==> config.mk <==
export PLATFORM = sky130hd
export DESIGN_NAME = ooo_backend_top
export DESIGN_NICKNAME = d
export VERILOG_FILES = /design/src/hdl/ooo_pkg.sv /design/src/hdl/alu_unit.sv /design/src/hdl/issue_decode.sv /design/src/hdl/mult_unit.sv /design/src/hdl/ooo_backend_top.sv /design/src/hdl/retire_unit.sv /design/src/hdl/rob.sv
export VERILOG_INCLUDE_DIRS = /design/src /design/src/include
export SDC_FILE = /design/constraint.sdc
export NUM_CORES = 2
export LEC_CHECK = 0
export BUFFER_PORTS_ARGS = -buffer_cell sky130_fd_sc_hd__buf_2
export CORE_MARGIN = 2
export CORE_UTILIZATION = 40
export CTS_CLUSTER_SIZE = 14
export DETAILED_ROUTE_END_ITERATION = 16
export GPL_ROUTABILITY_DRIVEN = 0
export PLACE_DENSITY = 0.59
export REMOVE_ABC_BUFFERS = 1
export SETUP_SLACK_MARGIN = 0.3
export SYNTH_ARGS = -nofsm -noshare
export SYNTH_HDL_FRONTEND = slang
export SYNTH_SLANG_ARGS = --single-unit
export TNS_END_PERCENT = 20
==> constraint.sdc <==
create_clock -name clk -period 8 [get_ports clk]
set_clock_uncertainty 0.2 [all_clocks]
set_input_delay 1.6 -clock clk [delete_from_list [all_inputs] [get_ports clk]]
set_output_delay 1.6 -clock clk [all_outputs]
set_load 0.01 [all_outputs]
==> src/include/ooo_config.svh <==
`ifndef OOO_CONFIG_SVH
`define OOO_CONFIG_SVH

// datapath width
`define OOO_XLEN 32

// reorder buffer entries, power of two
`define OOO_ROB_DEPTH 8

// architectural registers
`define OOO_NUM_REGS 8

// multiplier pipeline stages
`define OOO_MULT_LATENCY 3

`endif

==> src/hdl/ooo_pkg.sv <==
`default_nettype none

`include "ooo_config.svh"

package ooo_pkg;

    localparam int ROB_IDX_W = $clog2(`OOO_ROB_DEPTH);
    localparam int REG_IDX_W = $clog2(`OOO_NUM_REGS);

    typedef enum logic [2:0] {
        OP_ADD,
        OP_SUB,
        OP_AND,
        OP_XOR,
        OP_MUL,
        OP_TRAP
    } opcode_e;

    typedef logic [`OOO_XLEN-1:0] data_t;
    typedef logic [ROB_IDX_W-1:0] rob_idx_t;
    // extra msb tells full from empty
    typedef logic [ROB_IDX_W:0]   rob_ptr_t;
    typedef logic [REG_IDX_W-1:0] reg_idx_t;

    typedef struct packed {
        opcode_e  opcode;
        reg_idx_t rd;
        data_t    src_a;
        data_t    src_b;
    } instr_t;

    typedef struct packed {
        logic     valid;
        opcode_e  opcode;
        data_t    src_a;
        data_t    src_b;
        rob_idx_t slot;
    } exec_op_t;

    typedef struct packed {
        logic     valid;
        rob_idx_t slot;
        data_t    result;
        logic     exc;
    } complete_t;

    typedef struct packed {
        logic     busy;
        logic     complete;
        logic     exc;
        reg_idx_t rd;
        data_t    result;
    } rob_entry_t;

    typedef struct packed {
        logic     valid;
        rob_idx_t slot;
        reg_idx_t rd;
        data_t    value;
        logic     exc;
    } retire_t;

endpackage

`default_nettype wire

==> src/hdl/alu_unit.sv <==
`default_nettype none

module alu_unit (
    input  logic               clk,
    input  logic               rst_n,
    input  ooo_pkg::exec_op_t  op,
    input  logic               flush,
    output ooo_pkg::complete_t done
);
    import ooo_pkg::*;

    exec_op_t op_q;
    data_t    result;
    logic     trap;

    always_comb begin
        result = '0;
        trap   = 1'b0;
        case (op_q.opcode)
            OP_ADD:  result = op_q.src_a + op_q.src_b;
            OP_SUB:  result = op_q.src_a - op_q.src_b;
            OP_AND:  result = op_q.src_a & op_q.src_b;
            OP_XOR:  result = op_q.src_a ^ op_q.src_b;
            OP_TRAP: trap = 1'b1;
            default: result = '0;
        endcase
    end

    // operand capture, then the result register
    always_ff @(posedge clk or negedge rst_n) begin
        if (!rst_n) begin
            op_q <= '0;
            done <= '0;
        end else begin
            op_q       <= op;
            op_q.valid <= op.valid && !flush;
            done.valid  <= op_q.valid && !flush;
            done.slot   <= op_q.slot;
            done.result <= result;
            done.exc    <= trap;
        end
    end

endmodule

`default_nettype wire

==> src/hdl/issue_decode.sv <==
`default_nettype none

module issue_decode (
    input  logic              clk,
    input  logic              rst_n,
    input  logic              issue,
    input  ooo_pkg::instr_t   issue_instr,
    input  logic              rob_full,
    input  ooo_pkg::rob_idx_t tail_idx,
    output logic              alloc,
    output ooo_pkg::reg_idx_t alloc_rd,
    output ooo_pkg::exec_op_t alu_op,
    output ooo_pkg::exec_op_t mul_op
);
    import ooo_pkg::*;

    logic        accept;
    logic        is_mul;
    logic [15:0] drop_cnt;
    exec_op_t    op;

    assign accept = issue && !rob_full;
    assign is_mul = issue_instr.opcode == OP_MUL;

    assign alloc    = accept;
    assign alloc_rd = issue_instr.rd;

    // common payload, tagged with the slot being allocated
    always_comb begin
        op.valid  = 1'b0;
        op.opcode = issue_instr.opcode;
        op.src_a  = issue_instr.src_a;
        op.src_b  = issue_instr.src_b;
        op.slot   = tail_idx;
    end

    // steer by opcode class
    always_comb begin
        alu_op       = op;
        mul_op       = op;
        alu_op.valid = accept && !is_mul;
        mul_op.valid = accept && is_mul;
    end

    // issues lost to a full buffer
    always_ff @(posedge clk or negedge rst_n) begin
        if (!rst_n) begin
            drop_cnt <= '0;
        end else if (issue && rob_full) begin
            drop_cnt <= drop_cnt + 16'd1;
        end
    end

endmodule

`default_nettype wire

==> src/hdl/mult_unit.sv <==
`default_nettype none

`include "ooo_config.svh"

module mult_unit (
    input  logic               clk,
    input  logic               rst_n,
    input  ooo_pkg::exec_op_t  op,
    input  logic               flush,
    output ooo_pkg::complete_t done
);
    import ooo_pkg::*;

    localparam int LAT = `OOO_MULT_LATENCY;

    logic     in_vld;
    data_t    in_a;
    data_t    in_b;
    rob_idx_t in_slot;

    logic     stage_vld  [LAT];
    rob_idx_t stage_slot [LAT];
    data_t    stage_prod [LAT];

    always_ff @(posedge clk or negedge rst_n) begin
        if (!rst_n) begin
            in_vld <= 1'b0;
            for (int i = 0; i < LAT; i++) begin
                stage_vld[i] <= 1'b0;
            end
        end else begin
            in_vld       <= op.valid && !flush;
            stage_vld[0] <= in_vld && !flush;
            for (int i = 1; i < LAT; i++) begin
                stage_vld[i] <= stage_vld[i-1] && !flush;
            end
        end
    end

    // payload only follows the valids
    always_ff @(posedge clk) begin
        in_a          <= op.src_a;
        in_b          <= op.src_b;
        in_slot       <= op.slot;
        stage_slot[0] <= in_slot;
        stage_prod[0] <= in_a * in_b;
        for (int i = 1; i < LAT; i++) begin
            stage_slot[i] <= stage_slot[i-1];
            stage_prod[i] <= stage_prod[i-1];
        end
    end

    always_comb begin
        done.valid  = stage_vld[LAT-1];
        done.slot   = stage_slot[LAT-1];
        done.result = stage_prod[LAT-1];
        done.exc    = 1'b0;
    end

endmodule

`default_nettype wire

==> src/hdl/ooo_backend_top.sv <==
`default_nettype none

`include "ooo_config.svh"

module ooo_backend_top (
    input  logic                 clk,
    input  logic                 rst_n,
    input  logic                 issue,
    input  ooo_pkg::instr_t      issue_instr,
    output logic                 rob_full,
    output ooo_pkg::retire_t     retire_out,
    output logic                 exception,
    output logic [31:0]          instret,
    input  ooo_pkg::reg_idx_t    reg_addr,
    output logic [`OOO_XLEN-1:0] reg_data
);
    import ooo_pkg::*;

    rob_idx_t  tail_idx;
    logic      alloc;
    reg_idx_t  alloc_rd;
    exec_op_t  alu_op;
    exec_op_t  mul_op;
    complete_t alu_done;
    complete_t mul_done;
    retire_t   head_entry;
    logic      retire_ack;
    logic      flush;

    issue_decode u_decode (
        .clk         (clk),
        .rst_n       (rst_n),
        .issue       (issue),
        .issue_instr (issue_instr),
        .rob_full    (rob_full),
        .tail_idx    (tail_idx),
        .alloc       (alloc),
        .alloc_rd    (alloc_rd),
        .alu_op      (alu_op),
        .mul_op      (mul_op)
    );

    alu_unit u_alu (
        .clk   (clk),
        .rst_n (rst_n),
        .op    (alu_op),
        .flush (flush),
        .done  (alu_done)
    );

    mult_unit u_mult (
        .clk   (clk),
        .rst_n (rst_n),
        .op    (mul_op),
        .flush (flush),
        .done  (mul_done)
    );

    rob u_rob (
        .clk        (clk),
        .rst_n      (rst_n),
        .flush      (flush),
        .alloc      (alloc),
        .alloc_rd   (alloc_rd),
        .alu_done   (alu_done),
        .mul_done   (mul_done),
        .retire_ack (retire_ack),
        .tail_idx   (tail_idx),
        .full       (rob_full),
        .head_entry (head_entry)
    );

    retire_unit u_retire (
        .clk        (clk),
        .rst_n      (rst_n),
        .head_entry (head_entry),
        .retire_ack (retire_ack),
        .retire_out (retire_out),
        .exception  (exception),
        .flush      (flush),
        .instret    (instret),
        .reg_addr   (reg_addr),
        .reg_data   (reg_data)
    );

endmodule

`default_nettype wire

==> src/hdl/retire_unit.sv <==
`default_nettype none

`include "ooo_config.svh"

module retire_unit (
    input  logic                     clk,
    input  logic                     rst_n,
    input  ooo_pkg::retire_t         head_entry,
    output logic                     retire_ack,
    output ooo_pkg::retire_t         retire_out,
    output logic                     exception,
    output logic                     flush,
    output logic [31:0]              instret,
    input  ooo_pkg::reg_idx_t        reg_addr,
    output logic [`OOO_XLEN-1:0]     reg_data
);
    import ooo_pkg::*;

    localparam int NREGS = `OOO_NUM_REGS;

    data_t regs [NREGS];

    // nothing retires while the flush is in progress
    assign retire_ack = head_entry.valid && !flush;
    assign flush      = exception;

    assign reg_data = regs[reg_addr];

    always_ff @(posedge clk or negedge rst_n) begin
        if (!rst_n) begin
            retire_out <= '0;
            exception  <= 1'b0;
            instret    <= '0;
            for (int i = 0; i < NREGS; i++) begin
                regs[i] <= '0;
            end
        end else begin
            retire_out       <= head_entry;
            retire_out.valid <= retire_ack;
            exception        <= retire_ack && head_entry.exc;
            if (retire_ack) begin
                instret <= instret + 32'd1;
                // a trapping entry leaves the register file alone
                if (!head_entry.exc) begin
                    regs[head_entry.rd] <= head_entry.value;
                end
            end
        end
    end

endmodule

`default_nettype wire

==> src/hdl/rob.sv <==
`default_nettype none

`include "ooo_config.svh"

module rob (
    input  logic               clk,
    input  logic               rst_n,
    input  logic               flush,
    input  logic               alloc,
    input  ooo_pkg::reg_idx_t  alloc_rd,
    input  ooo_pkg::complete_t alu_done,
    input  ooo_pkg::complete_t mul_done,
    input  logic               retire_ack,
    output ooo_pkg::rob_idx_t  tail_idx,
    output logic               full,
    output ooo_pkg::retire_t   head_entry
);
    import ooo_pkg::*;

    localparam int DEPTH   = `OOO_ROB_DEPTH;
    localparam int N_DONE  = 2;

    rob_entry_t entries_q [DEPTH];
    rob_ptr_t   head_q;
    rob_ptr_t   tail_q;
    rob_idx_t   head_idx;
    logic       wrap_diff;
    logic       idx_same;
    logic       empty;
    complete_t  done_in [N_DONE];
    rob_entry_t head_view;

    assign head_idx = head_q[ROB_IDX_W-1:0];
    assign tail_idx = tail_q[ROB_IDX_W-1:0];

    // same slot, wrap bits differ -> full
    assign wrap_diff = head_q[ROB_IDX_W] ^ tail_q[ROB_IDX_W];
    assign idx_same  = head_idx == tail_idx;
    assign full      = wrap_diff && idx_same;
    assign empty     = !wrap_diff && idx_same;

    assign done_in[0] = alu_done;
    assign done_in[1] = mul_done;

    // head entry with this cycle's completions folded in,
    // so a result can retire the cycle it arrives
    always_comb begin
        head_view = entries_q[head_idx];
        for (int d = 0; d < N_DONE; d++) begin
            if (done_in[d].valid && done_in[d].slot == head_idx) begin
                head_view.complete = 1'b1;
                head_view.exc      = done_in[d].exc;
                head_view.result   = done_in[d].result;
            end
        end
    end

    always_comb begin
        head_entry.valid = !empty && head_view.busy && head_view.complete;
        head_entry.slot  = head_idx;
        head_entry.rd    = head_view.rd;
        head_entry.value = head_view.result;
        head_entry.exc   = head_view.exc;
    end

    always_ff @(posedge clk or negedge rst_n) begin
        if (!rst_n) begin
            head_q <= '0;
            tail_q <= '0;
            for (int i = 0; i < DEPTH; i++) begin
                entries_q[i] <= '0;
            end
        end else if (flush) begin
            // drop everything in flight, late completions included
            head_q <= '0;
            tail_q <= '0;
            for (int i = 0; i < DEPTH; i++) begin
                entries_q[i].busy     <= 1'b0;
                entries_q[i].complete <= 1'b0;
            end
        end else begin
            for (int d = 0; d < N_DONE; d++) begin
                if (done_in[d].valid && entries_q[done_in[d].slot].busy) begin
                    entries_q[done_in[d].slot].complete <= 1'b1;
                    entries_q[done_in[d].slot].exc      <= done_in[d].exc;
                    entries_q[done_in[d].slot].result   <= done_in[d].result;
                end
            end

            // free the head after any completion write to it
            if (retire_ack) begin
                entries_q[head_idx].busy     <= 1'b0;
                entries_q[head_idx].complete <= 1'b0;
                head_q <= head_q + rob_ptr_t'(1);
            end

            if (alloc && !full) begin
                entries_q[tail_idx] <= '{
                    busy:     1'b1,
                    complete: 1'b0,
                    exc:      1'b0,
                    rd:       alloc_rd,
                    result:   '0
                };
                tail_q <= tail_q + rob_ptr_t'(1);
            end
        end
    end

endmodule

`default_nettype wire

==> reports/summary.txt <==
Status = finished, final reports clean
Number of CTS-inserted buffers = 101
Final wirelength = 167000 um
Reg2reg setup slack = 0.59 ns
RSZ-0062 raised after global routing = true
Vias in the first global route = 43200
Routed len/inst = 21.6 um
Die ar. = 0.150 sq mm
Hold EP = u_mult.stage_prod[0][94]
Worst-path fanout max = 21
Synth area leader = dfrtp_1
Dpl cell area = 0.0611 sq mm
Die Ht = 387 um
Non-Filler Instances = 7768
CTS root buffer = clkbuf_16
# DRC = 0
DRT antenna net count = 0
Most frequent cells after synthesis = nand2_1 (769), dfrtp_1 (753), inv_1 (455)
GRT Overall Usage = 22.3%
Endpoints failing hold = 0
Hold-fix buffers, CTS = 0
Max cap viols = 0
First-pass GRT wire length = 261000 um
Fin Setup TNS = 0 ns
Die X = 387 um
# rows = 140
Cells after DPL = 7577
Leading cell type by number of instances after synthesis = nand2_1
Slew @ Worst Pin = 1.20 ns
Post-layout minimum cycle time = 7.41 ns
Ys flop type = dfrtp_1
Reg clk slew, reported paths = 0.07 ns
Design area = 0.0647 sq mm
GRT Residual Overflow = 0
FFs w/ async S/R, synth = 81.4%
Ratio of cells with drive above 1 in the final layout = 12.1%
Worst Min Path Start = u_mult.stage_prod[0][62]
Number of antenna violations at the first check in global routing = 13
Routed vias/inst = 5.41
# diodes = 0
Setup violations, final = 0
Clk_lat worst skew = 0.73 ns
Largest net degree at the start of global routing = 205
Rel. slew slack = 19.7%
Avg Inst Size Synth = 10.1 sq um
Final Util = 44.4%
Drt first pass iters = 5
Max H-tree Level = 3
Max-slew violations = 0
R2R cell count = 22
Hpwl dp = 112000 um
Setup crit end kind = register
Yosys top cell area share = 32.1%
Nets@finish = 6438
Core area = 0.146 sq mm
Period utilisation layout = 92.6%
Clk buf depth = 3
Register bit total from synthesis = 925
CTS tree = yes
IO Count = 182
Type of origin of the critical path = register
FF-to-FF Start = u_mult.in_b[11]
Worst hold-check path type = register to register
Maximum clock rate = 135 MHz
FF-to-FF End = u_mult.stage_prod[0][30]
Cell count after synthesis = 5820
Initial Util = 40.3%
EDFF count, synth = 0
Starting DRT DRC Count = 3066
Synth top area cells = dfrtp_1 (32%), fa_1 (14%), dfxtp_1 (5.9%)
Clk sink count = 925
Ys Warns = 0
Seq/Total Area, Yosys = 37.9%
Yosys cell types = 87
Crit path arrival time = 7.78 ns
Hold depth = 0
P&R area growth vs syn = 10.2%
Type of the worst setup path = register to register
Req. time, crit path = 8.37 ns
Via count = 42000
IO buf count = 181
Post-Syn Area = 0.0587 sq mm
==> cells by family (layout without fill, tap and decap cells) <==
kind of cell               Yosys count  count (layout)  synth area share (%)
buffers and inverters              894             925                  6.04
DFF                                925             925                  37.9
and+or+nand+nor                   1586            1586                  12.2
muxes                              530             530                  12.0
adders and majority gates          599             599                  18.0
AOI/OAI and AO/OA                 1102            1102                  11.1
xor gates and xnor gates           184             184                  2.74
==> area by class of cell <==
cell class	count	area [sq um]
Sequential cell	925	22300
Clock inverter	45	642
Fill cell	13700	81000
Tap cell	1917	2400
Multi-Input combinational cell	4001	33000
Inverter	457	1720
Timing Repair Buffer	277	1700
Clock buffer	146	2920
==> layer usage <==
metal | up-vias | GRT usage (%) | wire length, um
met3 | 355 | 3.30 | 9520
met1 | 21100 | 29.6 | 71600
met5 | - | 0 | 92
met4 | 14 | 6.87 | 5340
met2 | 1270 | 37.4 | 80900
li1 | 19200 | - | -
==> flip-flops by register name, indices dropped and copies added, names as in the netlist, 9 cells and up <==
name / cells
u_retire.retire_out: 40
u_alu.op_q: 71
u_mult.stage_slot: 9
u_alu.done: 37
u_retire.instret: 32
u_rob.entries_q: 304
u_mult.in_b: 32
u_mult.in_a: 32
u_retire.regs: 256
u_mult.stage_prod: 96
==> cell usage in the layout (no fill, tap or decap), drive strengths merged, types with 8 or more instances in the layout <==
cell	netlist	layout
dfxtp	172	172
xnor2	130	130
a31oi	10	10
bufinv	0	10
xor2	54	54
inv	455	459
clkbuf	312	146
mux2	68	68
a211oi	62	62
ha	190	190
nor2b	9	9
o41ai	8	8
mux4	132	132
and3	20	20
nand4	19	19
nand3	27	27
a21oi	318	318
o21ai	476	476
nand2b	20	20
buf	125	277
fa	409	409
nor3	24	24
nand2	774	774
o21a	11	11
mux2i	330	330
or3	9	9
a22o	131	131
nor4	8	8
o211ai	12	12
clkinv	2	27
dfrtp	753	753
and2	292	292
a21o	15	15
nor2	361	361
==> stage by stage <==
stage	worst slack (ns)	hold slack [ns]
3_5_place_dp	0.467	0.112
3_3_place_gp	0.610	0.111
2_1_floorplan	0.0844	0.110
6_report	0.594	0.122
4_1_cts	0.429	0.125
5_1_grt	0.247	0.129
==> how the worst max path moves through the flow <==
stage | startpoint | slack [ns] | endpoint
6_report | u_mult.in_b[11] | 0.59 | u_mult.stage_prod[0][30]
5_1_grt | u_mult.in_b[11] | 0.25 | u_mult.stage_prod[0][30]
4_1_cts | u_mult.in_b[5] | 0.43 | u_mult.stage_prod[0][30]
3_5_place_dp | u_mult.in_b[5] | 0.47 | u_mult.stage_prod[0][30]
3_3_place_gp | u_mult.in_b[5] | 0.61 | u_mult.stage_prod[0][30]
2_1_floorplan | u_retire.exception | 0.08 | u_rob.entries_q[225]
==> critical path, stage by stage (launching register included) <==
cell and delay (ns):
dfxtp_1 0.89, nand2_1 0.18, fa_1 0.58, inv_1 0.05, fa_1 0.38, fa_1 0.49, inv_1 0.06, fa_1 0.48
inv_1 0.05, fa_1 0.45, ha_1 0.31, fa_1 0.51, fa_1 0.42, ha_1 0.36, nand2_1 0.09, nor2_1 0.04
a211oi_1 0.21, o211ai_1 0.21, o2bb2ai_1 0.33, o21ai_0 0.23, o41ai_1 0.40, o21ai_0 0.19, xor2_1 0.16
==> what timing repair did <==
item | 4_1_cts | 5_1_grt
hold endpoints to repair | 0 | 0
endpoints found under the setup margin | 0 | 7
buffers inserted | 0 | 0
resized for setup | 0 | 3
Power is left out: the tool's default activity adds up to more than one toggle a clock period on the data nets, which glitch-free logic cannot reach.
